File: config.mk
export PLATFORM = sky130hd
export DESIGN_NAME = lsu_top
export DESIGN_NICKNAME = d
export VERILOG_FILES = /design/src/common/lsu_pkg.sv /design/src/hw/lsu_wr_align.sv /design/src/hw/lsu_fsm.sv /design/src/hw/lsu_rd_align.sv /design/src/hw/lsu_top.sv
export SDC_FILE = /design/constraint.sdc
export NUM_CORES = 1
export LEC_CHECK = 0
export BUFFER_PORTS_ARGS = -buffer_cell sky130_fd_sc_hd__buf_4
export CAP_MARGIN = 20
export CORE_UTILIZATION = 47
export CTS_CLUSTER_DIAMETER = 30
export DETAILED_ROUTE_END_ITERATION = 10
export GPL_ROUTABILITY_DRIVEN = 0
export PLACE_DENSITY_LB_ADDON = 0.25
export SLEW_MARGIN = 15
export SYNTH_ARGS = -nofsm -noshare
export SYNTH_HDL_FRONTEND = slang
export SYNTH_SLANG_ARGS = --single-unit
export TNS_END_PERCENT = 30
File: constraint.sdc
create_clock -name clk_i -period 6.2 [get_ports clk_i]
set_clock_uncertainty 0.2 [all_clocks]
set_input_delay 0.93 -clock clk_i [delete_from_list [all_inputs] [get_ports clk_i]]
set_output_delay 0.93 -clock clk_i [all_outputs]
set_load 0.05 [all_outputs]
File: src/common/lsu_pkg.sv
package lsu_pkg;

  //////////////////////////////
  // widths
  //////////////////////////////

  localparam int unsigned XLEN  = 32;              // data and address width
  localparam int unsigned BE_W  = XLEN / 8;        // byte lanes per word
  localparam int unsigned OFF_W = $clog2(BE_W);    // byte offset inside a word

  //////////////////////////////
  // access size
  //////////////////////////////

  // encoding follows the execute stage
  // code 3 has no name and decodes as a byte access wherever it shows up
  typedef enum logic [1:0] {
    WORD = 2'b00,
    HALF = 2'b01,
    BYTE = 2'b10
  } data_type_e;

  //////////////////////////////
  // bus controller states
  //////////////////////////////

  // the _MIS states cover the first half of a split access
  // the plain states cover a single access or the second half
  typedef enum logic [2:0] {
    IDLE            = 3'd0, // no request from execute
    WAIT_GNT_MIS    = 3'd1, // first part requested, grant pending
    WAIT_RVALID_MIS = 3'd2, // first part granted, rvalid pending
    WAIT_GNT        = 3'd3, // request out, waiting for grant
    WAIT_RVALID     = 3'd4  // last part granted, waiting for rvalid
  } ls_fsm_e;

  // one transaction in flight at most
  // the bus allows no second grant before the first rvalid
  // so the controller never overlaps two requests

endpackage

File: src/hw/lsu_wr_align.sv
`timescale 1ns/1ps

module lsu_wr_align (
  input  logic [lsu_pkg::XLEN-1:0] adder_result_ex_i, // unaligned address from execute
  input  lsu_pkg::data_type_e      data_type_ex_i,    // word, half or byte
  input  logic [lsu_pkg::XLEN-1:0] data_wdata_ex_i,   // store data, lane 0 based
  input  logic                     data_req_ex_i,     // execute wants an access
  input  logic                     misaligned_q_i,    // second part of a split access

  output logic [lsu_pkg::XLEN-1:0] data_addr_o,       // word aligned bus address
  output logic [lsu_pkg::BE_W-1:0] data_be_o,         // byte enables for this part
  output logic [lsu_pkg::XLEN-1:0] data_wdata_o,      // store data moved into its lanes
  output logic                     misaligned_o       // access needs a second transaction
);

  import lsu_pkg::*;

  logic [OFF_W-1:0]  offset;      // byte offset of the access
  logic [2*XLEN-1:0] wdata_dbl;   // doubled store word for the rotation

  assign offset = adder_result_ex_i[OFF_W-1:0];

  //////////////////////////////
  // byte enables
  //////////////////////////////

  always_comb begin
    case (data_type_ex_i)
      WORD: begin
        if (!misaligned_q_i) begin
          data_be_o = {BE_W{1'b1}} << offset;       // lanes k up to 3
        end else begin
          data_be_o = ~({BE_W{1'b1}} << offset);    // lanes 0 up to k-1
        end
      end

      HALF: begin
        if (!misaligned_q_i) begin
          // offset 3 shifts the upper lane out, leaving lane 3 only
          data_be_o = BE_W'(2'b11) << offset;
        end else begin
          data_be_o = BE_W'(1'b1);            // spill byte lands in lane 0
        end
      end

      default: begin                          // byte, code 3 included
        data_be_o = BE_W'(1'b1) << offset;
      end
    endcase
  end

  //////////////////////////////
  // store data rotation
  //////////////////////////////

  // rotate left by the offset in bytes
  // bytes past lane 3 wrap round to lane 0 for the second part of a split store
  assign wdata_dbl    = {data_wdata_ex_i, data_wdata_ex_i} << {offset, 3'b000};
  assign data_wdata_o = wdata_dbl[2*XLEN-1 -: XLEN];

  // bus only sees whole words
  assign data_addr_o = {adder_result_ex_i[XLEN-1:OFF_W], {OFF_W{1'b0}}};

  //////////////////////////////
  // split detection
  //////////////////////////////

  always_comb begin
    misaligned_o = 1'b0;
    // once the second part runs the address is already the next word
    if (data_req_ex_i && !misaligned_q_i) begin
      case (data_type_ex_i)
        WORD:    misaligned_o = (offset != '0);  // any offset crosses a word
        HALF:    misaligned_o = (offset == '1);  // only the last lane spills
        default: misaligned_o = 1'b0;            // a byte always fits
      endcase
    end
  end

endmodule

File: src/hw/lsu_fsm.sv
`timescale 1ns/1ps

module lsu_fsm (
  input  logic                     clk_i,
  input  logic                     rst_ni,

  // execute side
  input  logic                     data_req_ex_i,     // level, held until data_valid_o
  input  logic                     data_we_ex_i,      // store when high
  input  logic                     misaligned_i,      // comb split flag from write align
  input  logic [lsu_pkg::XLEN-1:0] data_addr_i,       // aligned address on the bus

  // memory side
  input  logic                     data_gnt_i,
  input  logic                     data_rvalid_i,
  input  logic                     data_err_i,        // only valid with rvalid

  output logic                     data_req_o,
  output logic                     lsu_update_addr_o, // pulse on every grant
  output logic                     data_valid_o,      // end of the whole access
  output logic                     data_misaligned_o, // execute must present address + 4
  output logic                     misaligned_q_o,    // second part running
  output logic [lsu_pkg::XLEN-1:0] addr_last_o,       // last granted address, for traps
  output logic                     load_err_o,
  output logic                     store_err_o
);

  import lsu_pkg::*;

  ls_fsm_e             ls_fsm_cs, ls_fsm_ns;
  logic                misaligned_q;
  logic                data_we_q;    // direction of the granted request
  logic [XLEN-1:0]     addr_last_q;
  logic                bus_err;

  //////////////////////////////
  // request controller
  //////////////////////////////

  always_comb begin
    ls_fsm_ns         = ls_fsm_cs;
    data_req_o        = 1'b0;
    lsu_update_addr_o = 1'b0;
    data_valid_o      = 1'b0;
    data_misaligned_o = 1'b0;

    case (ls_fsm_cs)
      IDLE: begin
        if (data_req_ex_i) begin
          data_req_o = 1'b1;           // leaves in the same cycle
          if (data_gnt_i) begin
            lsu_update_addr_o = 1'b1;
            ls_fsm_ns = misaligned_i ? WAIT_RVALID_MIS : WAIT_RVALID;
          end else begin
            ls_fsm_ns = misaligned_i ? WAIT_GNT_MIS : WAIT_GNT;
          end
        end
      end

      WAIT_GNT_MIS: begin
        data_req_o = 1'b1;             // hold under back-pressure
        if (data_gnt_i) begin
          lsu_update_addr_o = 1'b1;
          ls_fsm_ns = WAIT_RVALID_MIS;
        end
      end

      WAIT_RVALID_MIS: begin
        data_misaligned_o = 1'b1;      // execute switches to the next word
        lsu_update_addr_o = data_gnt_i;
        if (data_rvalid_i) begin
          // first part done, second part goes out right away
          data_req_o = 1'b1;
          ls_fsm_ns  = data_gnt_i ? WAIT_RVALID : WAIT_GNT;
        end
      end

      WAIT_GNT: begin
        // still high when entered from a split access without a grant
        data_misaligned_o = misaligned_q;
        data_req_o        = 1'b1;
        if (data_gnt_i) begin
          lsu_update_addr_o = 1'b1;
          ls_fsm_ns = WAIT_RVALID;
        end
      end

      WAIT_RVALID: begin
        if (data_rvalid_i) begin
          data_valid_o = 1'b1;         // same cycle as the last rvalid
          ls_fsm_ns    = IDLE;
        end
      end

      default: ls_fsm_ns = IDLE;
    endcase
  end

  //////////////////////////////
  // errors and last address
  //////////////////////////////

  assign bus_err     = data_err_i & data_rvalid_i;
  assign load_err_o  = bus_err & ~data_we_q;
  assign store_err_o = bus_err &  data_we_q;

  always_ff @(posedge clk_i or negedge rst_ni) begin
    if (!rst_ni) begin
      ls_fsm_cs    <= IDLE;
      misaligned_q <= 1'b0;
      data_we_q    <= 1'b0;
      addr_last_q  <= '0;
    end else begin
      ls_fsm_cs <= ls_fsm_ns;
      if (lsu_update_addr_o) begin
        misaligned_q <= misaligned_i;  // drops again on the second grant
      end
      if (data_gnt_i) begin
        data_we_q <= data_we_ex_i;     // errors belong to the granted request
      end
      // keep the failing address for the trap handler
      if (data_req_o && data_gnt_i && !(load_err_o || store_err_o)) begin
        addr_last_q <= data_addr_i;
      end
    end
  end

  assign misaligned_q_o = misaligned_q;
  assign addr_last_o    = addr_last_q;

endmodule

File: src/hw/lsu_rd_align.sv
`timescale 1ns/1ps

module lsu_rd_align (
  input  logic                      clk_i,
  input  logic                      rst_ni,

  input  logic                      data_gnt_i,         // capture strobe for attributes
  input  lsu_pkg::data_type_e       data_type_ex_i,
  input  logic [lsu_pkg::OFF_W-1:0] data_addr_i,        // byte offset of the unaligned address
  input  logic                      data_sign_ext_ex_i,
  input  logic                      data_we_ex_i,

  input  logic                      data_rvalid_i,
  input  logic [lsu_pkg::XLEN-1:0]  data_rdata_i,       // raw bus word

  input  logic                      misaligned_i,       // first part of a split in progress
  input  logic                      misaligned_q_i,     // split flag from the last grant

  output logic [lsu_pkg::XLEN-1:0]  data_rdata_ex_o     // aligned and extended load data
);

  import lsu_pkg::*;

  // attributes of the granted transaction
  data_type_e        data_type_q;
  logic [OFF_W-1:0]  offset_q;
  logic              sign_ext_q;
  logic              data_we_q;

  logic [XLEN-1:0]   rdata_q;       // first part of a split, or the last result
  logic [2*XLEN-1:0] rdata_dbl;     // second word over first word, shifted
  logic [XLEN-1:0]   rdata_shift;   // bus word shifted down to lane 0
  logic [15:0]       half_field;
  logic [7:0]        byte_field;
  logic [XLEN-1:0]   rdata_w;
  logic [XLEN-1:0]   rdata_h;
  logic [XLEN-1:0]   rdata_b;
  logic [XLEN-1:0]   rdata_ext;

  always_ff @(posedge clk_i or negedge rst_ni) begin
    if (!rst_ni) begin
      data_type_q <= WORD;
      offset_q    <= '0;
      sign_ext_q  <= 1'b0;
      data_we_q   <= 1'b0;
    end else if (data_gnt_i) begin
      data_type_q <= data_type_ex_i;
      offset_q    <= data_addr_i;
      sign_ext_q  <= data_sign_ext_ex_i;
      data_we_q   <= data_we_ex_i;
    end
  end

  //////////////////////////////
  // field selection
  //////////////////////////////

  assign rdata_dbl   = {data_rdata_i, rdata_q} >> {offset_q, 3'b000};
  assign rdata_shift = data_rdata_i >> {offset_q, 3'b000};

  // a split word takes the upper lanes of the buffered first part
  assign rdata_w = (offset_q == '0) ? data_rdata_i : rdata_dbl[XLEN-1:0];

  // offset 3 half straddles both words
  assign half_field = (offset_q == '1) ? rdata_dbl[15:0] : rdata_shift[15:0];
  assign byte_field = rdata_shift[7:0];

  // sign comes from the top bit of the selected field
  assign rdata_h = {{(XLEN-16){sign_ext_q & half_field[15]}}, half_field};
  assign rdata_b = {{(XLEN-8){sign_ext_q & byte_field[7]}}, byte_field};

  always_comb begin
    case (data_type_q)
      WORD:    rdata_ext = rdata_w;
      HALF:    rdata_ext = rdata_h;
      default: rdata_ext = rdata_b;   // code 3 reads as a byte too
    endcase
  end

  //////////////////////////////
  // read buffer
  //////////////////////////////

  always_ff @(posedge clk_i or negedge rst_ni) begin
    if (!rst_ni) begin
      rdata_q <= '0;
    end else if (data_rvalid_i && !data_we_q) begin
      if (misaligned_i || misaligned_q_i) begin
        rdata_q <= data_rdata_i;      // raw word, reassembled on the second rvalid
      end else begin
        rdata_q <= rdata_ext;         // hold the result after rvalid goes away
      end
    end
  end

  // live result while rvalid is up, buffered result otherwise
  assign data_rdata_ex_o = data_rvalid_i ? rdata_ext : rdata_q;

endmodule

File: src/hw/lsu_top.sv
`timescale 1ns/1ps

module lsu_top (
  input  logic                     clk_i,
  input  logic                     rst_ni,

  // execute stage
  input  logic                     data_req_ex_i,      // held until data_valid_o
  input  logic                     data_we_ex_i,
  input  lsu_pkg::data_type_e      data_type_ex_i,
  input  logic                     data_sign_ext_ex_i,
  input  logic [lsu_pkg::XLEN-1:0] data_wdata_ex_i,
  input  logic [lsu_pkg::XLEN-1:0] adder_result_ex_i,  // access address

  output logic [lsu_pkg::XLEN-1:0] data_rdata_ex_o,
  output logic                     data_valid_o,
  output logic                     data_misaligned_o,  // present address + 4 next
  output logic                     lsu_update_addr_o,
  output logic [lsu_pkg::XLEN-1:0] addr_last_o,
  output logic                     load_err_o,
  output logic                     store_err_o,

  // data memory bus
  output logic                     data_req_o,
  input  logic                     data_gnt_i,
  input  logic                     data_rvalid_i,
  input  logic                     data_err_i,
  output logic [lsu_pkg::XLEN-1:0] data_addr_o,
  output logic                     data_we_o,
  output logic [lsu_pkg::BE_W-1:0] data_be_o,
  output logic [lsu_pkg::XLEN-1:0] data_wdata_o,
  input  logic [lsu_pkg::XLEN-1:0] data_rdata_i
);

  import lsu_pkg::*;

  logic misaligned;     // comb split request
  logic misaligned_q;   // second part running

  assign data_we_o = data_we_ex_i; // direction goes out unchanged

  // request side, fully combinational
  lsu_wr_align u_wr_align (
    .adder_result_ex_i ( adder_result_ex_i ),
    .data_type_ex_i    ( data_type_ex_i    ),
    .data_wdata_ex_i   ( data_wdata_ex_i   ),
    .data_req_ex_i     ( data_req_ex_i     ),
    .misaligned_q_i    ( misaligned_q      ),
    .data_addr_o       ( data_addr_o       ),
    .data_be_o         ( data_be_o         ),
    .data_wdata_o      ( data_wdata_o      ),
    .misaligned_o      ( misaligned        )
  );

  lsu_fsm u_fsm (
    .clk_i             ( clk_i             ),
    .rst_ni            ( rst_ni            ),
    .data_req_ex_i     ( data_req_ex_i     ),
    .data_we_ex_i      ( data_we_ex_i      ),
    .misaligned_i      ( misaligned        ),
    .data_addr_i       ( data_addr_o       ),
    .data_gnt_i        ( data_gnt_i        ),
    .data_rvalid_i     ( data_rvalid_i     ),
    .data_err_i        ( data_err_i        ),
    .data_req_o        ( data_req_o        ),
    .lsu_update_addr_o ( lsu_update_addr_o ),
    .data_valid_o      ( data_valid_o      ),
    .data_misaligned_o ( data_misaligned_o ),
    .misaligned_q_o    ( misaligned_q      ),
    .addr_last_o       ( addr_last_o       ),
    .load_err_o        ( load_err_o        ),
    .store_err_o       ( store_err_o       )
  );

  // response side takes the unaligned offset, the bus address has it cleared
  lsu_rd_align u_rd_align (
    .clk_i              ( clk_i                          ),
    .rst_ni             ( rst_ni                         ),
    .data_gnt_i         ( data_gnt_i                     ),
    .data_type_ex_i     ( data_type_ex_i                 ),
    .data_addr_i        ( adder_result_ex_i[OFF_W-1:0]   ),
    .data_sign_ext_ex_i ( data_sign_ext_ex_i             ),
    .data_we_ex_i       ( data_we_ex_i                   ),
    .data_rvalid_i      ( data_rvalid_i                  ),
    .data_rdata_i       ( data_rdata_i                   ),
    .misaligned_i       ( data_misaligned_o              ),
    .misaligned_q_i     ( misaligned_q                   ),
    .data_rdata_ex_o    ( data_rdata_ex_o                )
  );

endmodule

## Word-level counts from Yosys, hierarchy flattened

Cells that the tools add are included.

| word-level totals | value |
|---|---|
| output and inout port bits | 139 |
| word-level logic and storage cells | 78 |
| flip-flop bits (word level) | 72 |
| input port bits | 106 |

| operators by class | value |
|---|---|
| mux-type cells | 28 |
| bitwise logic cells | 7 |
| shifts and indexed selects | 6 |
| eq/ne operators | 13 |
| reductions and logical operators | 16 |

Operators with widths:

| operator | number |
|---|---|
| 32-bit 2-to-1 mux | 3 |
| 32-bit one-hot mux with 2 select lines | 1 |
| 64-bit by 5-bit left shift with 64-bit output | 1 |
| 64-bit by 5-bit right shift with 32-bit output | 1 |
| 32-bit by 5-bit right shift with 16-bit output | 1 |
| 3-bit 2-to-1 mux | 8 |
| 16-bit 2-to-1 mux | 1 |
| 3-bit one-hot mux with 5 select lines | 1 |
| 2-bit != test (second input constant) | 5 |
| 4-bit 2-to-1 mux | 2 |
| 4-bit one-hot mux with 2 select lines | 1 |
| 3-bit by 2-bit == test with 1-bit output (second input constant) | 2 |
| 2-bit zero test | 3 |
| 1-bit 2-to-1 mux | 6 |
| 1-bit one-hot mux with 3 select lines | 2 |
| 1-bit AND | 5 |
| 5-bit AND reduction | 1 |
| 2-bit by 1-bit == test with 1-bit output (second input constant) | 2 |
| 2-bit == test (second input constant) | 2 |
| 1-bit logical AND | 4 |
| 4-bit NOT | 1 |
| 1-bit one-hot mux with 2 select lines | 2 |
| 1-bit by 2-bit left shift with 4-bit output (first input constant) | 1 |
| 2-bit by 2-bit left shift with 4-bit output (first input constant) | 1 |
| other kinds (10) | 13 |

## Logic depth before layout (Yosys ltp)

Gate-level depths: netlist of the first run.

| depth | value |
|---|---|
| depth in word-level cells | 7 |
| gate-level depth with buffers | 12 |
| gate-level depth less buffers | 9 |

## By module

From an unflattened synthesis of the first run, not the netlist that was laid out.

| second synthesis, totals | value |
|---|---|
| cells, all modules | 612 |
| area, all modules | 6,566.3 um2 |

Modules (own cells, without submodules):

| module | area an instance (um2) | times used | cells each |
|---|---|---|---|
| lsu_rd_align | 3,611.0 | 1 | 407 |
| lsu_fsm | 1,635.3 | 1 | 99 |
| lsu_wr_align | 1,312.5 | 1 | 105 |
| lsu_top | 7.5 | 1 | 1 |

## Least setup slack after synthesis of the first run

OpenSTA, ideal clock, no wires.

| timing path | value |
|---|---|
| path type | input to output |
| start | input port adder_result_ex_i[0] (netlist bit) |
| end | output port data_be_o[0] (netlist bit) |
| cell stages on the path | 9 |
| arrival | 3.264 ns |
| buffers on the path | 3 |
| slack | 1.806 ns |
| cell sequence | buf_2 -> buf_2 -> buf_2 -> inv_1 -> ha_1 -> inv_1 -> ha_1 -> mux2i_1 -> o21ai_0 |

| on the way | value |
|---|---|
| longest elaborated chain between the ends | 4 |

Ends and longest elaborated chain:

| element | RTL line | text |
|---|---|---|
| from (decl) | lsu_top.sv:13 | `input logic [lsu_pkg::XLEN-1:0] adder_result_ex_i,` |
| 4-bit by 2-bit left shift with 4-bit output | lsu_wr_align.sv:31, lsu_wr_align.sv:33 |  |
| 4-bit NOT | lsu_wr_align.sv:33 | `data_be_o = ~({BE_W{1'b1}} << offset);` |
| 4-bit 2-to-1 mux | lsu_wr_align.sv:30 | `if (!misaligned_q_i) begin` |
| 4-bit one-hot mux with 2 select lines * | lsu_wr_align.sv:28 | `case (data_type_ex_i)` |
| to (decl) | lsu_top.sv:30 | `output logic [lsu_pkg::BE_W-1:0] data_be_o,` |

Every way passes the cells marked *; elsewhere a longest branch is shown, timed or not.

## Final worst setup path of the first run

| timing path | value |
|---|---|
| start | register u_rd_align.offset_q[0] |
| end | output port data_rdata_ex_o[2] (netlist bit) |

| on the way | value |
|---|---|
| longest elaborated chain between the ends | 4 |

Ends and longest elaborated chain:

| element | RTL line | text |
|---|---|---|
| from (decl) | lsu_rd_align.sv:26 | `logic [OFF_W-1:0] offset_q;` |
| from (signal assigned) | lsu_rd_align.sv:48 | `offset_q <= data_addr_i;` |
| 32-bit by 5-bit right shift with 16-bit output, or another cell as far along | lsu_rd_align.sv:59 | `assign rdata_shift = data_rdata_i >> {offset_q, 3'b000};` |
| 16-bit 2-to-1 mux or 32-bit 2-to-1 mux (tied branches) | lsu_rd_align.sv:65, lsu_rd_align.sv:62 |  |
| 32-bit one-hot mux with 2 select lines * | lsu_rd_align.sv:73 | `case (data_type_q)` |
| 32-bit 2-to-1 mux * | lsu_rd_align.sv:97 | `assign data_rdata_ex_o = data_rvalid_i ? rdata_ext : rdata_q;` |
| to (decl) | lsu_top.sv:15 | `output logic [lsu_pkg::XLEN-1:0] data_rdata_ex_o,` |

Marked as above.

==> results.yml, run 1 <==
synthesis:
  synth_compound_area_share_pct: 17.3
  synthSimpleGateAreaFrac_pct: 11.2
  synth_area_per_cell_um2: 10.5
  ys.warnings.count: 0
  synth-seq-cells: 72
  async_reset_ff_share_pct: 100
  synth_xor_area_share_pct: 0
  synth_edf_count: 0
  synthAdderAreaFrac_pct: 1.84
  ys_seq_area_share_pct: 29.5
  synth_top_family_by_area: "multiplexers"
  synthMuxAreaShare_pct: 30.0
  synth_ff_type: "dfrtp_1"
  netlist-cell-type-count: 51
  syn_area_um2: 6110
  syn_inst: 583
floorplanning:
  dieWidth_um: 116
  start_util_pct: 48.2
  core-area_um2: 12700
  fp.dieArea_um2: 13500
  rows: 41
  num_io_pins: 245
  fp.dieH_um: 116
clocking:
  cts_root_buffer: "clkbuf_16"
  clk_latency_ns: 0.34
  cts-buffers-inserted: 9
  htreeDepth: 3
  clock-sinks: 72
  cts_setup_buffers: 0
  cts_resized: 0
  cts_max_path_buffers: 2
  path_clk_slew_ns: 0.06
  cts_tree: "done"
  cts_hold_buf: 0
worst_setup_path:
  crit_type: "flip-flop to primary output"
  startpoint_type: "flip-flop"
  cp_max_fo: 30
  crit_slowest_cell: "dfrtp_1"
  startpoint: "u_rd_align.offset_q[0]"
  crit_top_cell: "buf_4"
  reg2reg_depth: 5
  cp-end-kind: "primary output"
  r2r_setup_slack_ns: 3.34
  crit_required_ns: 5.07
  rr_startpoint: "u_rd_align.offset_q[0]"
  crit_chain: "buf_4 > and3b_1 > a211o_1 > a222oi_1 > a21oi_1 > buf_4"
  r2r-end: "u_rd_align.rdata_q[6]"
  cp.arrival_ns: 3.08
  slowest_delay_ns: 0.98
cells_and_area:
  nets: 868
  drive_gt1_share_pct: 46.6
  finalNonFillerCells: 929
  antenna_cells: 0
  mostFrequentLayoutCells: "buf_4 (248), dfrtp_1 (71), mux4_2 (51)"
  seq_area_um2: 1800
  fillers: 1053
  layout_commonest_cell: "buf_4"
  area_growth_pct: 29.9
  postLayoutCoreUtil_pct: 62.6
  multi_input_area_um2: 3700
drt:
  routedWlPerCell_um: 19.7
  routed_via_density: 6.11
  routed_wl_um: 18300
  via_count: 5680
  drc_errors: 0
  drtAntennaViolNets: 0
  first_pass_iters: 7
  drt_iter0_drc: 581
sta:
  max_freq_mhz: 237
  worstMarginPinSlew_ns: 1.00
  rsz0062_at_grt: "false"
  fin_crit_ns: 4.21
  hold_viol: 0
  tns_ns: 0
  final.period_utilization_pct: 68.0
  maxSlewViolCount: 0
  slew_headroom_pct: 33.1
  setup_violations: 0
grt:
  grt.total_usage_pct: 27.1
  grt_max_degree: 73
  antenna_found_initial: 0
  first_global_vias: 5411
  grt_overflow_total: 0
  grt_pass1_wl_um: 27800
placed_design:
  io_buffers: 240
  placedCellCount: 914
  dp_hpwl_um: 12900
min_path:
  hold_depth: 1
  hold_path.startpoint: "u_fsm.addr_last_o[4]"
  worstHoldEndpoint: "u_fsm.addr_last_o[4]"
  hold_class: "flip-flop to flip-flop"
pwr:
  power_density_nw_per_um2: 425
  p_leak_nw: 3.49
  ir_drop_v: 0.000315
run_status:
  status: "finished clean"
run:
  drv_cap: 0
## critical path, delay by kind of cell, from the launching register on
| family | cells | cell delay [ns] |
|---|---|---|
| AO/OA/AOI/OAI | 3 | 0.81 |
| buffers and inverters | 2 | 0.72 |
| flip-flops | 1 | 0.98 |
| AND/OR/NAND/NOR | 1 | 0.22 |
## Yosys cell counts, types with 20 or more instances
cell / instances / area share, %
a31oi_1: 32 / 3.3
mux4_2: 51 / 19
dfrtp_1: 72 / 29
nor2_1: 38 / 2.3
mux2_2: 35 / 6.5
nor2b_1: 27 / 2.8
clkbuf_1: 20 / 1.2
buf_4: 40 / 4.9
o22ai_1: 29 / 3.0
nand2_1: 26 / 1.6
buf_2: 24 / 2.0
a21oi_1: 29 / 2.4
## per-layer routing
metal,vias up,GRT usage (%),part of all wire (%)
li1,2557,-,-
met1,2794,34.9,39
met2,298,44.3,50
met3,31,6.28,8.6
met4,0,10.7,2.0
met5,-,0,0
## worst max path at each step
stage	endpoint
detailed placement	data_rdata_ex_o[20]
floorplan	data_be_o[0]
global placement	data_rdata_ex_o[15]
finish	data_rdata_ex_o[2]
global route	data_rdata_ex_o[6]
CTS	data_rdata_ex_o[11]
## kinds of logic (layout without fill, tap and decap cells)
kind of cell	Yosys count	in the layout
compound gates	158	158
fa+ha+maj	9	9
buf+inv	102	273
flops	72	72
mux	110	110
other cells	1	4
simple gates	131	131
## stage by stage
stage	worst slack, ns	instance area (µm²)	total power [mW]	hold slack (ns)
finish	1.99	7930	3.37	0.296
global route	1.77	7930	3.53	0.313
CTS	2.04	7930	3.37	0.297
detailed placement	2.35	7620	2.81	0.283
global placement	2.38	7620	2.77	0.277
floorplan	1.81	6120	2.24	0.285
## power breakdown
part	total, mW	switching, mW	internal [mW]
Combinational	1.92	1.23	0.691
Sequential	0.889	0.201	0.687
Clock	0.562	0.211	0.351
Total	3.37	1.64	1.73
## sequential cells by signal, indices dropped and copies added, names as in the netlist
signal,flops
u_fsm.addr_last_o,30
u_rd_align.data_type_q,2
u_rd_align.offset_q,2
u_rd_align.sign_ext_q,1
u_rd_align.data_we_q,1
u_fsm.misaligned_q_o,1
u_fsm.ls_fsm_cs,3
u_rd_align.rdata_q,32
## area by class of cell
type / count / share of cell area [%]
clock inverters: 5 / 1.04
clock buffers: 10 / 2.89
inverters: 10 / 0.473
repair buffers: 248 / 23.5
flip-flops and latches: 72 / 22.7
well taps: 172 / 2.71
multi-input cells: 412 / 46.7
Power figures use the tool's default switching activity.
==> run 2: changes to the inputs <==
==> constraint.sdc (replaced) <==
create_clock -name clk_i -period 4.4 [get_ports clk_i]
set_clock_uncertainty 0.2 [all_clocks]
set_input_delay 0.66 -clock clk_i [delete_from_list [all_inputs] [get_ports clk_i]]
set_output_delay 0.66 -clock clk_i [all_outputs]
set_load 0.05 [all_outputs]
==> run 2 against run 1 <==
  * Setup slack lost 1.4 ns
  * Critical path type unchanged
  * Clock power is 28% higher
  * Highest routed layer unchanged
  * Via count grew 2.5%
==> results.yml, run 2 (synthesis gave the netlist of run 1 again) <==
run_status:
  status: "finished clean"
sta:
  hold_viol: 0
  fin_crit_ns: 3.84
  rsz0062_at_grt: "false"
  final.period_utilization_pct: 87.2
  worstMarginPinSlew_ns: 0.964
  slew_headroom_pct: 35.7
  setup_violations: 0
  tns_ns: 0
  maxSlewViolCount: 0
  max_freq_mhz: 261
pwr:
  power_mw: 4.70
  p_seq_share_pct: 26.4
  power.internal_mw: 2.39
  clkPwrFrac_pct: 15.3
  p_sw_mw: 2.32
  p_leak_nw: 3.50
  power_density_nw_per_um2: 591
  ir_drop_v: 0.000471
  swShare_pct: 49.3
  combPwrFrac_pct: 58.3
grt:
  first_global_vias: 5738
  grt_max_degree: 73
  grt_overflow_total: 0
  antenna_found_initial: 0
  grt_pass1_wl_um: 29400
  grt.total_usage_pct: 28.7
placed_design:
  io_buffers: 240
  dp_hpwl_um: 13700
cells_and_area:
  mostFrequentLayoutCells: "buf_4 (254), dfrtp_1 (71), mux4_2 (51)"
  postLayoutCoreUtil_pct: 62.8
  largest_reg_flops: 32
  layout_commonest_cell: "buf_4"
  fillers: 1051
  drive_gt1_share_pct: 46.9
  regMostFlops: "u_rd_align.rdata_q"
  area_growth_pct: 30.2
  antenna_cells: 0
  nets: 874
worst_setup_path:
  cp_max_fo: 40
  slowest_delay_ns: 0.53
  cp-end-kind: "primary output"
  startpoint_type: "flip-flop"
  crit_required_ns: 3.54
  crit_type: "flip-flop to primary output"
  critPathBufInv: 3
  crit_slowest_cell: "and2_0"
  cp.arrival_ns: 2.98
  path_delay_family: "buffers and inverters"
  crit_top_cell: "buf_4"
  crit_chain: "buf_4 > buf_4 > and2_0 > a222oi_1 > a21oi_1 > buf_4"
clocking:
  cts_max_path_buffers: 2
  htreeDepth: 3
  cts_root_buffer: "clkbuf_16"
  cts_setup_buffers: 0
  path_clk_slew_ns: 0.06
  clock-sinks: 72
  clk_latency_ns: 0.34
  cts_tree: "done"
  cts-buffers-inserted: 9
  cts_hold_buf: 0
  cts_resized: 0
drt:
  dr_wl_met3_um: 1690
  routedWlPerCell_um: 20.5
  via_count: 5821
  m1WireLength_um: 7230
  routed.top_layer: "met4"
  drtAntennaViolNets: 0
  drc_errors: 0
  wl_met2_um: 9790
  drt_iter0_drc: 528
  routed_via_density: 6.23
  first_pass_iters: 5
  routed_wl_um: 19100
floorplanning:
  start_util_pct: 48.2
  dieWidth_um: 116
  rows: 41
  core-area_um2: 12700
  fp.dieArea_um2: 13500
  num_io_pins: 245
  fp.dieH_um: 116
run:
  drv_cap: 0
min_path:
  hold_class: "input port to async pin"
[run 2: cell types whose count changed in the layout (fill, tap and decap cells not counted)]
cell	change
nor2_1	+1
nor2_2	-1
clkinvlp_4	+2
clkinv_4	-1
buf_4	+6
bufinv_16	-1
[run 2: final timing paths]
kind                       cells after the start  slack (ns)              startpoint                      to
hold reg to reg                                1        0.30   u_fsm.addr_last_o[29]   u_fsm.addr_last_o[29]
setup / recovery                               6        0.56  u_rd_align.offset_q[1]      data_rdata_ex_o[1]
min in group clk_i                             1        0.30   u_fsm.addr_last_o[29]   u_fsm.addr_last_o[29]
hold / removal                                 1        0.25                  rst_ni  u_rd_align.rdata_q[16]
setup reg to reg                               6        1.72  u_rd_align.offset_q[1]  u_rd_align.rdata_q[28]
max in group asynchronous                      1        3.05                  rst_ni  u_rd_align.offset_q[1]
[run 2: metal layers]
layer,vias up,GRT usage (%)
li1,2571,-
met1,2860,36.1
met2,347,47.3
met3,43,8.37
met4,0,9.74
met5,-,0
[run 2: power groups by stage]
stage | Clock [mW] | Combinational [mW] | Sequential, mW
floorplan | 0 | 1.50 | 1.65
global placement | 0 | 2.69 | 1.22
detailed placement | 0 | 2.74 | 1.24
CTS | 0.732 | 2.74 | 1.23
global route | 0.756 | 2.89 | 1.28
finish | 0.721 | 2.74 | 1.24
[run 2: layout make-up]
type | count | area [µm²] | share of cell area, %
clock inverter | 5 | 58.8 | 0.739
inverter | 10 | 37.5 | 0.472
timing repair buffer | 254 | 1910 | 24.0
tap | 172 | 215 | 2.71
clock buffer | 10 | 229 | 2.88
sequential | 72 | 1800 | 22.7
multi-input combinational | 412 | 3700 | 46.6
[run 2: worst register-to-register path: stages (launching register included)]
cell and delay (ns):
dfrtp_2 0.49, buf_4 0.33, mux2i_1 0.28, nor3_1 0.11
o31ai_4 0.64, buf_4 0.37, a31oi_1 0.13
[run 2: per-stage QoR]
step | hold slack, ns | setup slack (ns) | cell area, µm² | instances
floorplan | 0.164 | 0.546 | 6120 | 586
global placement | 0.278 | 1.04 | 7660 | 919
detailed placement | 0.287 | 0.955 | 7660 | 919
CTS | 0.296 | 0.597 | 7950 | 934
global route | 0.314 | 0.435 | 7950 | 935
finish | 0.247 | 0.563 | 7950 | 935
